--- src/hw/bpu_pkg.sv ---
package bpu_pkg;

    localparam int WORD_SIZE = 32;                          // Address and data width
    localparam logic [WORD_SIZE-1:0] RESET_PC = 32'h0000_0200;  // First fetch after reset

    localparam int BTB_FRAMES   = 32;                       // Power of two only
    localparam int BTB_IDX_BITS = $clog2(BTB_FRAMES);       // Index field width
    localparam int BTB_TAG_BITS = 8;                        // Tag field width
    localparam int BTB_IGN_BITS = WORD_SIZE - BTB_TAG_BITS - BTB_IDX_BITS - 1;

    localparam int CTR_BITS = 2;                            // Fixed 2-bit counters

    localparam int RQ_DEPTH    = 4;                         // Resolve queue entries
    localparam int RQ_PTR_BITS = $clog2(RQ_DEPTH);          // Queue pointer width
    localparam int RQ_CNT_BITS = RQ_PTR_BITS + 1;           // Count reaches RQ_DEPTH

    typedef logic [WORD_SIZE-1:0] word_t;

    // MSB of the counter is the taken prediction
    typedef enum logic [CTR_BITS-1:0] {
        SNT = 2'b00,                                        // Strongly not taken
        WNT = 2'b01,                                        // Weakly not taken
        WT  = 2'b10,                                        // Weakly taken
        ST  = 2'b11                                         // Strongly taken
    } ctr_state_t;

    // PC split for BTB access, bit 0 ignored (2-byte aligned)
    typedef struct packed {
        logic [BTB_IGN_BITS-1:0] ignore;                    // Upper bits, not stored
        logic [BTB_TAG_BITS-1:0] tag;
        logic [BTB_IDX_BITS-1:0] idx;
        logic                    byte_sel;                  // Halfword offset bit
    } btb_addr_t;

    // One resolved branch from execute
    typedef struct packed {
        word_t pc;                                          // Branch address
        word_t target;                                      // Resolved target
        logic  taken;                                       // Resolved direction
    } resolve_t;

    // Queue to BTB training payload
    typedef struct packed {
        word_t pc;
        word_t target;
        logic  taken;
    } btb_update_t;

endpackage

--- src/hw/btb.sv ---
module btb (
    input  logic                CLK,
    input  logic                nRST,
    input  bpu_pkg::word_t      lookup_pc,      // Current fetch PC
    input  logic                upd_valid,      // Training write this cycle
    input  bpu_pkg::btb_update_t upd,           // Training payload
    output logic                pred_hit_taken, // Tag hit with taken counter
    output bpu_pkg::word_t      pred_target     // Stored target of the frame
);
    import bpu_pkg::*;

    // One direct-mapped frame
    typedef struct packed {
        logic [BTB_TAG_BITS-1:0] tag;
        word_t                   target;
        ctr_state_t              ctr;
    } btb_frame_t;

    btb_frame_t [BTB_FRAMES-1:0] frames;        // Frame storage

    btb_addr_t  look_addr;                      // Decoded lookup PC
    btb_addr_t  upd_addr;                       // Decoded update PC
    btb_frame_t look_frame;                     // Frame under lookup
    btb_frame_t upd_frame;                      // Frame being trained
    btb_frame_t next_frame;                     // Value written back
    ctr_state_t next_ctr;                       // Counter after training
    logic       look_tag_hit;
    logic       upd_tag_hit;

    assign look_addr = btb_addr_t'(lookup_pc);
    assign upd_addr  = btb_addr_t'(upd.pc);

    // Lookup path, purely combinational
    assign look_frame   = frames[look_addr.idx];
    assign look_tag_hit = (look_frame.tag == look_addr.tag);
    assign pred_hit_taken = look_tag_hit && look_frame.ctr[CTR_BITS-1]; // MSB means taken
    assign pred_target    = look_frame.target;  // Driven even on a miss

    // Training frame read
    assign upd_frame   = frames[upd_addr.idx];
    assign upd_tag_hit = (upd_frame.tag == upd_addr.tag);

    // Counter move on a tag match
    always_comb begin
        case (upd_frame.ctr)
            SNT: begin
                next_ctr = upd.taken ? WNT : SNT;
            end
            WNT: begin
                next_ctr = upd.taken ? ST : SNT;    // Taken jumps straight to strong
            end
            WT: begin
                next_ctr = upd.taken ? ST : SNT;
            end
            ST: begin
                next_ctr = upd.taken ? ST : WT;
            end
            default: begin
                next_ctr = SNT;
            end
        endcase
    end

    // Frame to write back
    always_comb begin
        next_frame = upd_frame;
        if (upd_tag_hit) begin
            next_frame.target = upd.target;     // Refresh target on a hit
            next_frame.ctr    = next_ctr;
        end else begin
            next_frame.tag    = upd_addr.tag;   // Replace the aliasing entry
            next_frame.target = upd.target;
            next_frame.ctr    = upd.taken ? WT : WNT; // Weak start toward outcome
        end
    end

    // Frames come up empty with SNT counters
    always_ff @(posedge CLK, negedge nRST) begin
        if (!nRST) begin
            frames <= '0;
        end else if (upd_valid) begin
            frames[upd_addr.idx] <= next_frame; // One write per cycle
        end
    end

endmodule

--- src/hw/resolve_queue.sv ---
module resolve_queue (
    input  logic                 CLK,
    input  logic                 nRST,
    input  logic                 in_valid,  // Resolve offered by execute
    input  bpu_pkg::resolve_t    in_data,   // Resolved branch
    output logic                 in_ready,  // Low only when full
    output logic                 upd_valid, // Head entry present
    output bpu_pkg::btb_update_t upd        // Head entry for the BTB
);
    import bpu_pkg::*;

    resolve_t                mem [RQ_DEPTH];    // Entry storage
    logic [RQ_PTR_BITS-1:0]  wr_ptr;            // Next free slot
    logic [RQ_PTR_BITS-1:0]  rd_ptr;            // Oldest entry
    logic [RQ_CNT_BITS-1:0]  count;             // Entries held
    logic                    push;
    logic                    pop;
    resolve_t                head;

    assign in_ready  = (count != RQ_CNT_BITS'(RQ_DEPTH));
    assign upd_valid = (count != '0);

    assign push = in_valid && in_ready;
    assign pop  = upd_valid;                    // BTB takes one every cycle

    // Repack head entry into the BTB format
    assign head = mem[rd_ptr];
    always_comb begin
        upd.pc     = head.pc;
        upd.target = head.target;
        upd.taken  = head.taken;
    end

    // Storage, written on a handshake
    always_ff @(posedge CLK) begin
        if (push) begin
            mem[wr_ptr] <= in_data;
        end
    end

    // Pointers wrap since depth is a power of two
    always_ff @(posedge CLK, negedge nRST) begin
        if (!nRST) begin
            wr_ptr <= '0;
            rd_ptr <= '0;
            count  <= '0;
        end else begin
            if (push) begin
                wr_ptr <= wr_ptr + 1'b1;
            end
            if (pop) begin
                rd_ptr <= rd_ptr + 1'b1;
            end
            case ({push, pop})
                2'b10: begin
                    count <= count + 1'b1;  // Fill
                end
                2'b01: begin
                    count <= count - 1'b1;  // Drain
                end
                default: begin
                    count <= count;         // Both or neither
                end
            endcase
        end
    end

endmodule

--- src/hw/fetch_pc_gen.sv ---
module fetch_pc_gen (
    input  logic           CLK,
    input  logic           nRST,
    input  logic           fetch_ready,      // Fetch stage accepts
    input  logic           redirect_valid,   // Mispredict from execute
    input  bpu_pkg::word_t redirect_pc,      // Correct path PC
    input  logic           pred_hit_taken,   // Live BTB prediction
    input  bpu_pkg::word_t pred_target,      // Live BTB target
    output bpu_pkg::word_t lookup_pc,        // Address sent to the BTB
    output logic           fetch_valid,
    output bpu_pkg::word_t fetch_pc,
    output logic           fetch_pred_taken  // Prediction for fetch_pc
);
    import bpu_pkg::*;

    word_t pc_q;                             // Current fetch PC
    logic  valid_q;
    logic  held_valid;                       // Prediction latched during a stall
    logic  held_taken;
    word_t held_target;
    word_t cur_target;                       // Target paired with fetch_pred_taken
    word_t next_pc;
    logic  xfer;                             // Fetch handshake
    logic  stall;

    assign lookup_pc   = pc_q;
    assign fetch_pc    = pc_q;
    assign fetch_valid = valid_q;

    assign xfer  = valid_q && fetch_ready;
    assign stall = valid_q && !fetch_ready && !redirect_valid;

    // Freeze prediction once the PC has been shown, so training can't flip it mid-stall
    assign fetch_pred_taken = held_valid ? held_taken : pred_hit_taken;
    assign cur_target       = held_valid ? held_target : pred_target;

    // Next PC with redirect first
    always_comb begin
        if (redirect_valid) begin
            next_pc = redirect_pc;
        end else if (xfer) begin
            next_pc = fetch_pred_taken ? cur_target : pc_q + WORD_SIZE'(4);
        end else begin
            next_pc = pc_q;                  // Hold under back-pressure
        end
    end

    // PC and valid flag
    always_ff @(posedge CLK, negedge nRST) begin
        if (!nRST) begin
            pc_q    <= RESET_PC;
            valid_q <= 1'b0;
        end else begin
            pc_q    <= next_pc;
            valid_q <= 1'b1;                 // High from first edge on
        end
    end

    // Held flags clear once the PC moves
    always_ff @(posedge CLK, negedge nRST) begin
        if (!nRST) begin
            held_valid <= 1'b0;
            held_taken <= 1'b0;
        end else if (stall) begin
            held_valid <= 1'b1;
            held_taken <= fetch_pred_taken;
        end else begin
            held_valid <= 1'b0;
        end
    end

    // Target paired with the held prediction
    always_ff @(posedge CLK) begin
        if (stall) begin
            held_target <= cur_target;
        end
    end

endmodule

--- src/hw/bpu_top.sv ---
module bpu_top (
    input  logic              CLK,
    input  logic              nRST,
    input  logic              fetch_ready,     // Fetch stage back-pressure
    input  logic              resolve_valid,   // Resolved branch offered
    input  bpu_pkg::resolve_t resolve,         // Resolved branch data
    input  logic              redirect_valid,  // Mispredict redirect
    input  bpu_pkg::word_t    redirect_pc,     // Redirect destination
    output logic              fetch_valid,
    output bpu_pkg::word_t    fetch_pc,
    output logic              fetch_pred_taken,
    output logic              resolve_ready    // Queue has room
);
    import bpu_pkg::*;

    logic        upd_valid;                    // Queue head to BTB
    btb_update_t upd;
    word_t       lookup_pc;                    // PC gen to BTB
    logic        pred_hit_taken;               // BTB back to PC gen
    word_t       pred_target;

    // Training path
    resolve_queue u_resolve_queue (
        .CLK       (CLK),
        .nRST      (nRST),
        .in_valid  (resolve_valid),
        .in_data   (resolve),
        .in_ready  (resolve_ready),
        .upd_valid (upd_valid),
        .upd       (upd)
    );

    btb u_btb (
        .CLK            (CLK),
        .nRST           (nRST),
        .lookup_pc      (lookup_pc),
        .upd_valid      (upd_valid),
        .upd            (upd),
        .pred_hit_taken (pred_hit_taken),
        .pred_target    (pred_target)
    );

    // Fetch address path
    fetch_pc_gen u_fetch_pc_gen (
        .CLK              (CLK),
        .nRST             (nRST),
        .fetch_ready      (fetch_ready),
        .redirect_valid   (redirect_valid),
        .redirect_pc      (redirect_pc),
        .pred_hit_taken   (pred_hit_taken),
        .pred_target      (pred_target),
        .lookup_pc        (lookup_pc),
        .fetch_valid      (fetch_valid),
        .fetch_pc         (fetch_pc),
        .fetch_pred_taken (fetch_pred_taken)
    );

endmodule

--- config.mk ---
export PLATFORM = sky130hd
export DESIGN_NAME = bpu_top
export DESIGN_NICKNAME = d
export VERILOG_FILES = /design/src/hw/bpu_pkg.sv /design/src/hw/btb.sv /design/src/hw/resolve_queue.sv /design/src/hw/fetch_pc_gen.sv /design/src/hw/bpu_top.sv
export SDC_FILE = /design/constraint.sdc
export NUM_CORES = 2
export LEC_CHECK = 0
export BUFFER_PORTS_ARGS = -buffer_cell sky130_fd_sc_hd__buf_2
export CELL_PAD_IN_SITES_DETAIL_PLACEMENT = 0
export CELL_PAD_IN_SITES_GLOBAL_PLACEMENT = 1
export CORE_MARGIN = 2
export CORE_UTILIZATION = 40
export DETAILED_ROUTE_END_ITERATION = 8
export GPL_TIMING_DRIVEN = 0
export PLACE_DENSITY_LB_ADDON = 0.1
export SLEW_MARGIN = 20
export SYNTH_ARGS = -nofsm -noshare
export SYNTH_HDL_FRONTEND = slang
export SYNTH_HIERARCHICAL = 1
export SYNTH_SLANG_ARGS = --single-unit
--- constraint.sdc ---
create_clock -name CLK -period 6 [get_ports CLK]
set_input_delay 1.2 -clock CLK [delete_from_list [all_inputs] [get_ports CLK]]
set_output_delay 1.2 -clock CLK [all_outputs]
set_load 0.005 [all_outputs]
# Word-level counts from Yosys, hierarchy flattened
# Memories as Yosys holds them, arrays and structs flattened.
# Cells that the tools add are included.
# word_totals
reg_bits	1418
ramBits	260
inputBits	102
output_inout_bits	35
wordCells	157
memories	1
# op_classes
addsub	5
magnitude_cmp	3
eq_ne	8
muxes	23
n_reduce_logical	13
# memory_table
name	words	width	rd	rd_clocked_by_memory_dff	wr	line	text
u_resolve_queue.mem	4	65	1	0	1	resolve_queue.sv:12	resolve_t mem [RQ_DEPTH];
# op_table
cell	count
bitwise mux 1344 bit	1
binary-select mux 42 bit (select 5 bit)	2
demux 42 bit (select 5 bit)	1
two-way mux 32 bit	4
two-way mux 42 bit	3
adder 32 x 3 -> 32 bit, second input constant	1
== test 8 bit	2
< comparator 5 x 6 -> 1 bit, second input constant	2
two-way mux 8 bit	1
== test 2 bit, second input constant	3
logical AND 1 bit	6
two-way mux 1 bit	6
two-way mux 2 bit	3
case mux 2 bit (3 select lines)	1
case mux 3 bit (2 select lines)	1
greater-or-equal comparator 5 x 1 -> 1 bit, second input constant	1
adder 2 x 1 -> 2 bit, second input constant	2
== test 2 x 1 -> 1 bit, second input constant	2
nonzero test 2 bit	2
adder 3 x 1 -> 3 bit, second input constant	1
inequality test 3 bit, second input constant	1
nonzero test 3 bit	1
subtractor 3 x 1 -> 3 bit, second input constant	1
logical NOT 1 bit	2
other kinds (2)	2

# Logic depth before layout (Yosys ltp)
# logic_depth
word_depth	8
depth_mapped	19
mapped_depth_nobuf	12

# Cells and area by module
# Netlist, hierarchy kept.
# modules_own_cells
module	instances	cells_each	area_per_inst_um2	seq_area_each_um2
btb	1	5327	63468.4	33632.3
resolve_queue	1	387	9853.2	7982.7
fetch_pc_gen	1	423	4083.9	1838.0

# Least setup slack after synthesis
# No wires, ideal clock.
# synth_timing
path_kind	input port to flip-flop
from	input port redirect_valid
to	register u_fetch_pc_gen.held_target[0] (enable)
setup_ns	0.475
arrival_ns	4.149
t_required_ns	5.525
path_slack_ns	1.376
cell_stages	3
path_buffers	2
path_cell_list	clkbuf_1 clkbuf_1 nor3b_1
# synth_via
elab_chain_cells	2
# synth_lines
element	line	text
start: declaration	bpu_top.sv:7	input logic redirect_valid,
logical NOT 1 bit	fetch_pc_gen.sv:31	assign stall = valid_q && !fetch_ready && !redirect_valid;
logical AND 1 bit	fetch_pc_gen.sv:31	
named net u_fetch_pc_gen.stall	fetch_pc_gen.sv:24	logic stall;
end signal: assignment	fetch_pc_gen.sv:75	held_target <= cur_target;
end: declaration	fetch_pc_gen.sv:20	word_t held_target;
# The timed path passes the listed nets, and every way through them passes these cells.
# A chain may end at the register's enable or synchronous reset.

==> results.cfg <==
[clocking]
cts-root-buf = clkbuf_16
cts.sinks = 1602
h-tree-depth = 4
cts_setup_buffers = 0
tritoncts = built
cts_resized = 39
worstSkewPairLatency_ns = 0.84
cts_hold_buf = 0
clkTransAtPathRegs_ns = 0.06
numCtsBuffers = 181
max-clock-path-buffers = 3

[timing]
rsz0062_at_grt = false
setup_violations = 0
period_share_pct = 97.3
hold_viol = 0
slew_headroom_pct = 10.5
fin_hold_ws_ns = 0.291
fin_crit_ns = 5.84
fin_ws_ns = 0.161
maxSlewViolCount = 0
fmaxAchievable_ghz = 0.171
worst_pin_slew_ns = 1.34
fin_skew_ns = 0.0413

[critical_path]
crit_type = flop to flop
worst_r2r_endpoint = u_btb/frames[1308]
cp-endpoint = u_btb/frames[1308]
path_max_fanout = 10
cp-start-kind = flop
end_kind = flop
r2r-start = u_resolve_queue/rd_ptr[1]
crit_arrival_ns = 6.60
required_ns = 6.76
reg2reg_depth = 14
rrSetupSlack_ns = 0.16
cp-startpoint = u_resolve_queue/rd_ptr[1]

[floorplanning]
die-area_sq_um = 190000
start_util_pct = 40.2
core_sq_um = 185000
die_w_um = 436
pin_count = 137
die_y_um = 436
num_rows = 158

[outcome]
outcome = completed

[flow_run]
drv_cap = 0

[pwr]
power_density_nw_per_um2 = 564
pwr-share-comb_pct = 39.4
p_seq_share_pct = 37.3
intPower_w = 0.0298
leakage_nw = 37.8
switching_share_pct = 37.7
switchingPower_w = 0.0181
vdd_ir_drop_max_uv = 290
clock_power_share_pct = 23.3

[drt]
first_iter_violations = 4826
wl_per_cell_um = 29.5
viasPerCell = 5.67
vias = 50900
drtAntennaViolNets = 0
firstDrtPassIters = 6
totalWireLength_um = 265000
post-route-drc-count = 0

[placement]
io_buffers = 117
post-place-ws_ns = -0.358
hpwl_um = 185000
dp.cells = 8638
gp_congestion = 0.898

[global_route]
met3_usage_pct = 5.27
grt_max_degree = 129
grt_pass1_vias = 51500
use_met2_pct = 43.5
met1_usage_pct = 38.9
antenna_found_initial = 14
gr-total-overflow = 0
grt_pass1_wl_um = 381000
grt_use_total_pct = 27.9
top_usage_layer = met2

[yosys]
synth_cells = 6021
syn_area_sq_um = 74500
ys_warn_count = 6
syn-num-nets = 6131
synth.avg_cell_area_sq_um = 12.4

[finish]
final_cell_count_no_fill = 8982
drive_gt1_share_pct = 27.5
syn_to_final_growth_pct = 14.0
layout_common_cells = nand2_1, dfrtp_1, mux2_2
layout_commonest_cell = nand2_1
nNetsFinal = 6451

[hold_path]
hp-class = primary input to async pin
## metal layers
| layer | wire length, um | part of all wire [%] | up-vias |
|---|---|---|---|
| met2 | 122000 | 46 | 1749 |
| met4 | 10200 | 3.8 | 16 |
| met3 | 17200 | 6.5 | 429 |
| met5 | 98 | 0.037 | - |
| met1 | 115000 | 44 | 27000 |
| li1 | - | - | 21700 |
## stage by stage
step | power (W) | util, % | instance area, sq um | setup TNS [ns]
detailed placement | 0.0367 | 42.6 | 78800 | -1.31
CTS | 0.0481 | 45.8 | 84900 | 0
finish | 0.0479 | 45.9 | 85000 | 0
floorplan | 0.0295 | - | 74500 | 0
global placement | 0.0363 | 42.2 | 78200 | -
global route | 0.0504 | 45.9 | 84900 | 0
## worst max-delay path, cell delays in order (launching register included)
cell	delay, ns
dfrtp_1	0.34
buf_2	0.35
buf_2	0.36
mux4_2	0.26
clkbuf_1	0.23
buf_2	0.40
buf_4	0.34
buf_2	0.49
buf_2	0.38
buf_2	0.41
nand3_1	0.25
nor2_2	0.72
clkbuf_1	0.95
nand2_1	0.13
nand2_1	0.09
## flip-flops by register name (all words and copies together), names as in the netlist
signal                      flops
u_btb/frames                 1344
u_resolve_queue/mem           184
u_fetch_pc_gen/fetch_pc        32
u_fetch_pc_gen/held_target     32
u_resolve_queue/count           3
u_resolve_queue/rd_ptr          2
u_resolve_queue/wr_ptr          2
u_fetch_pc_gen/fetch_valid      1
u_fetch_pc_gen/held_taken       1
u_fetch_pc_gen/held_valid       1
## worst min-delay path by stage
| stage | cells after the start | from | to | slack [ns] |
|---|---|---|---|---|
| floorplan | 2 | u_btb/frames[1094] | u_btb/frames[1094] | 0.44 |
| global placement | 2 | u_btb/frames[989] | u_btb/frames[989] | 0.45 |
| detailed placement | 2 | u_btb/frames[620] | u_btb/frames[620] | 0.46 |
| CTS | 1 | nRST | u_btb/frames[372] | 0.24 |
| global route | 1 | nRST | u_btb/frames[413] | 0.29 |
| finish | 1 | nRST | u_btb/frames[413] | 0.29 |
## final cells by class
| cell class | count | area, sq um |
|---|---|---|
| fillers | 17000 | 100000 |
| flip-flops and latches | 1602 | 41200 |
| multi-input cells | 3868 | 31100 |
| clock buffers | 276 | 5320 |
| well taps | 2480 | 3100 |
| plain buffers | 528 | 2390 |
| repair buffers | 137 | 1090 |
| clock inverters | 60 | 634 |
| inverters | 23 | 86.3 |
| diodes | 8 | 20.0 |
## power by group through the flow
| stage | Clock [W] | Combinational, W | Sequential (W) |
|---|---|---|---|
| 6_report | 0.0112 | 0.0189 | 0.0179 |
| 5_1_grt | 0.0119 | 0.0202 | 0.0183 |
| 4_1_cts | 0.0114 | 0.0189 | 0.0178 |
| 3_5_place_dp | 0 | 0.0188 | 0.0180 |
| 3_3_place_gp | 0 | 0.0184 | 0.0179 |
| 2_1_floorplan | 0 | 0.0123 | 0.0172 |
Note: power is estimated with default switching activity, not from simulation.
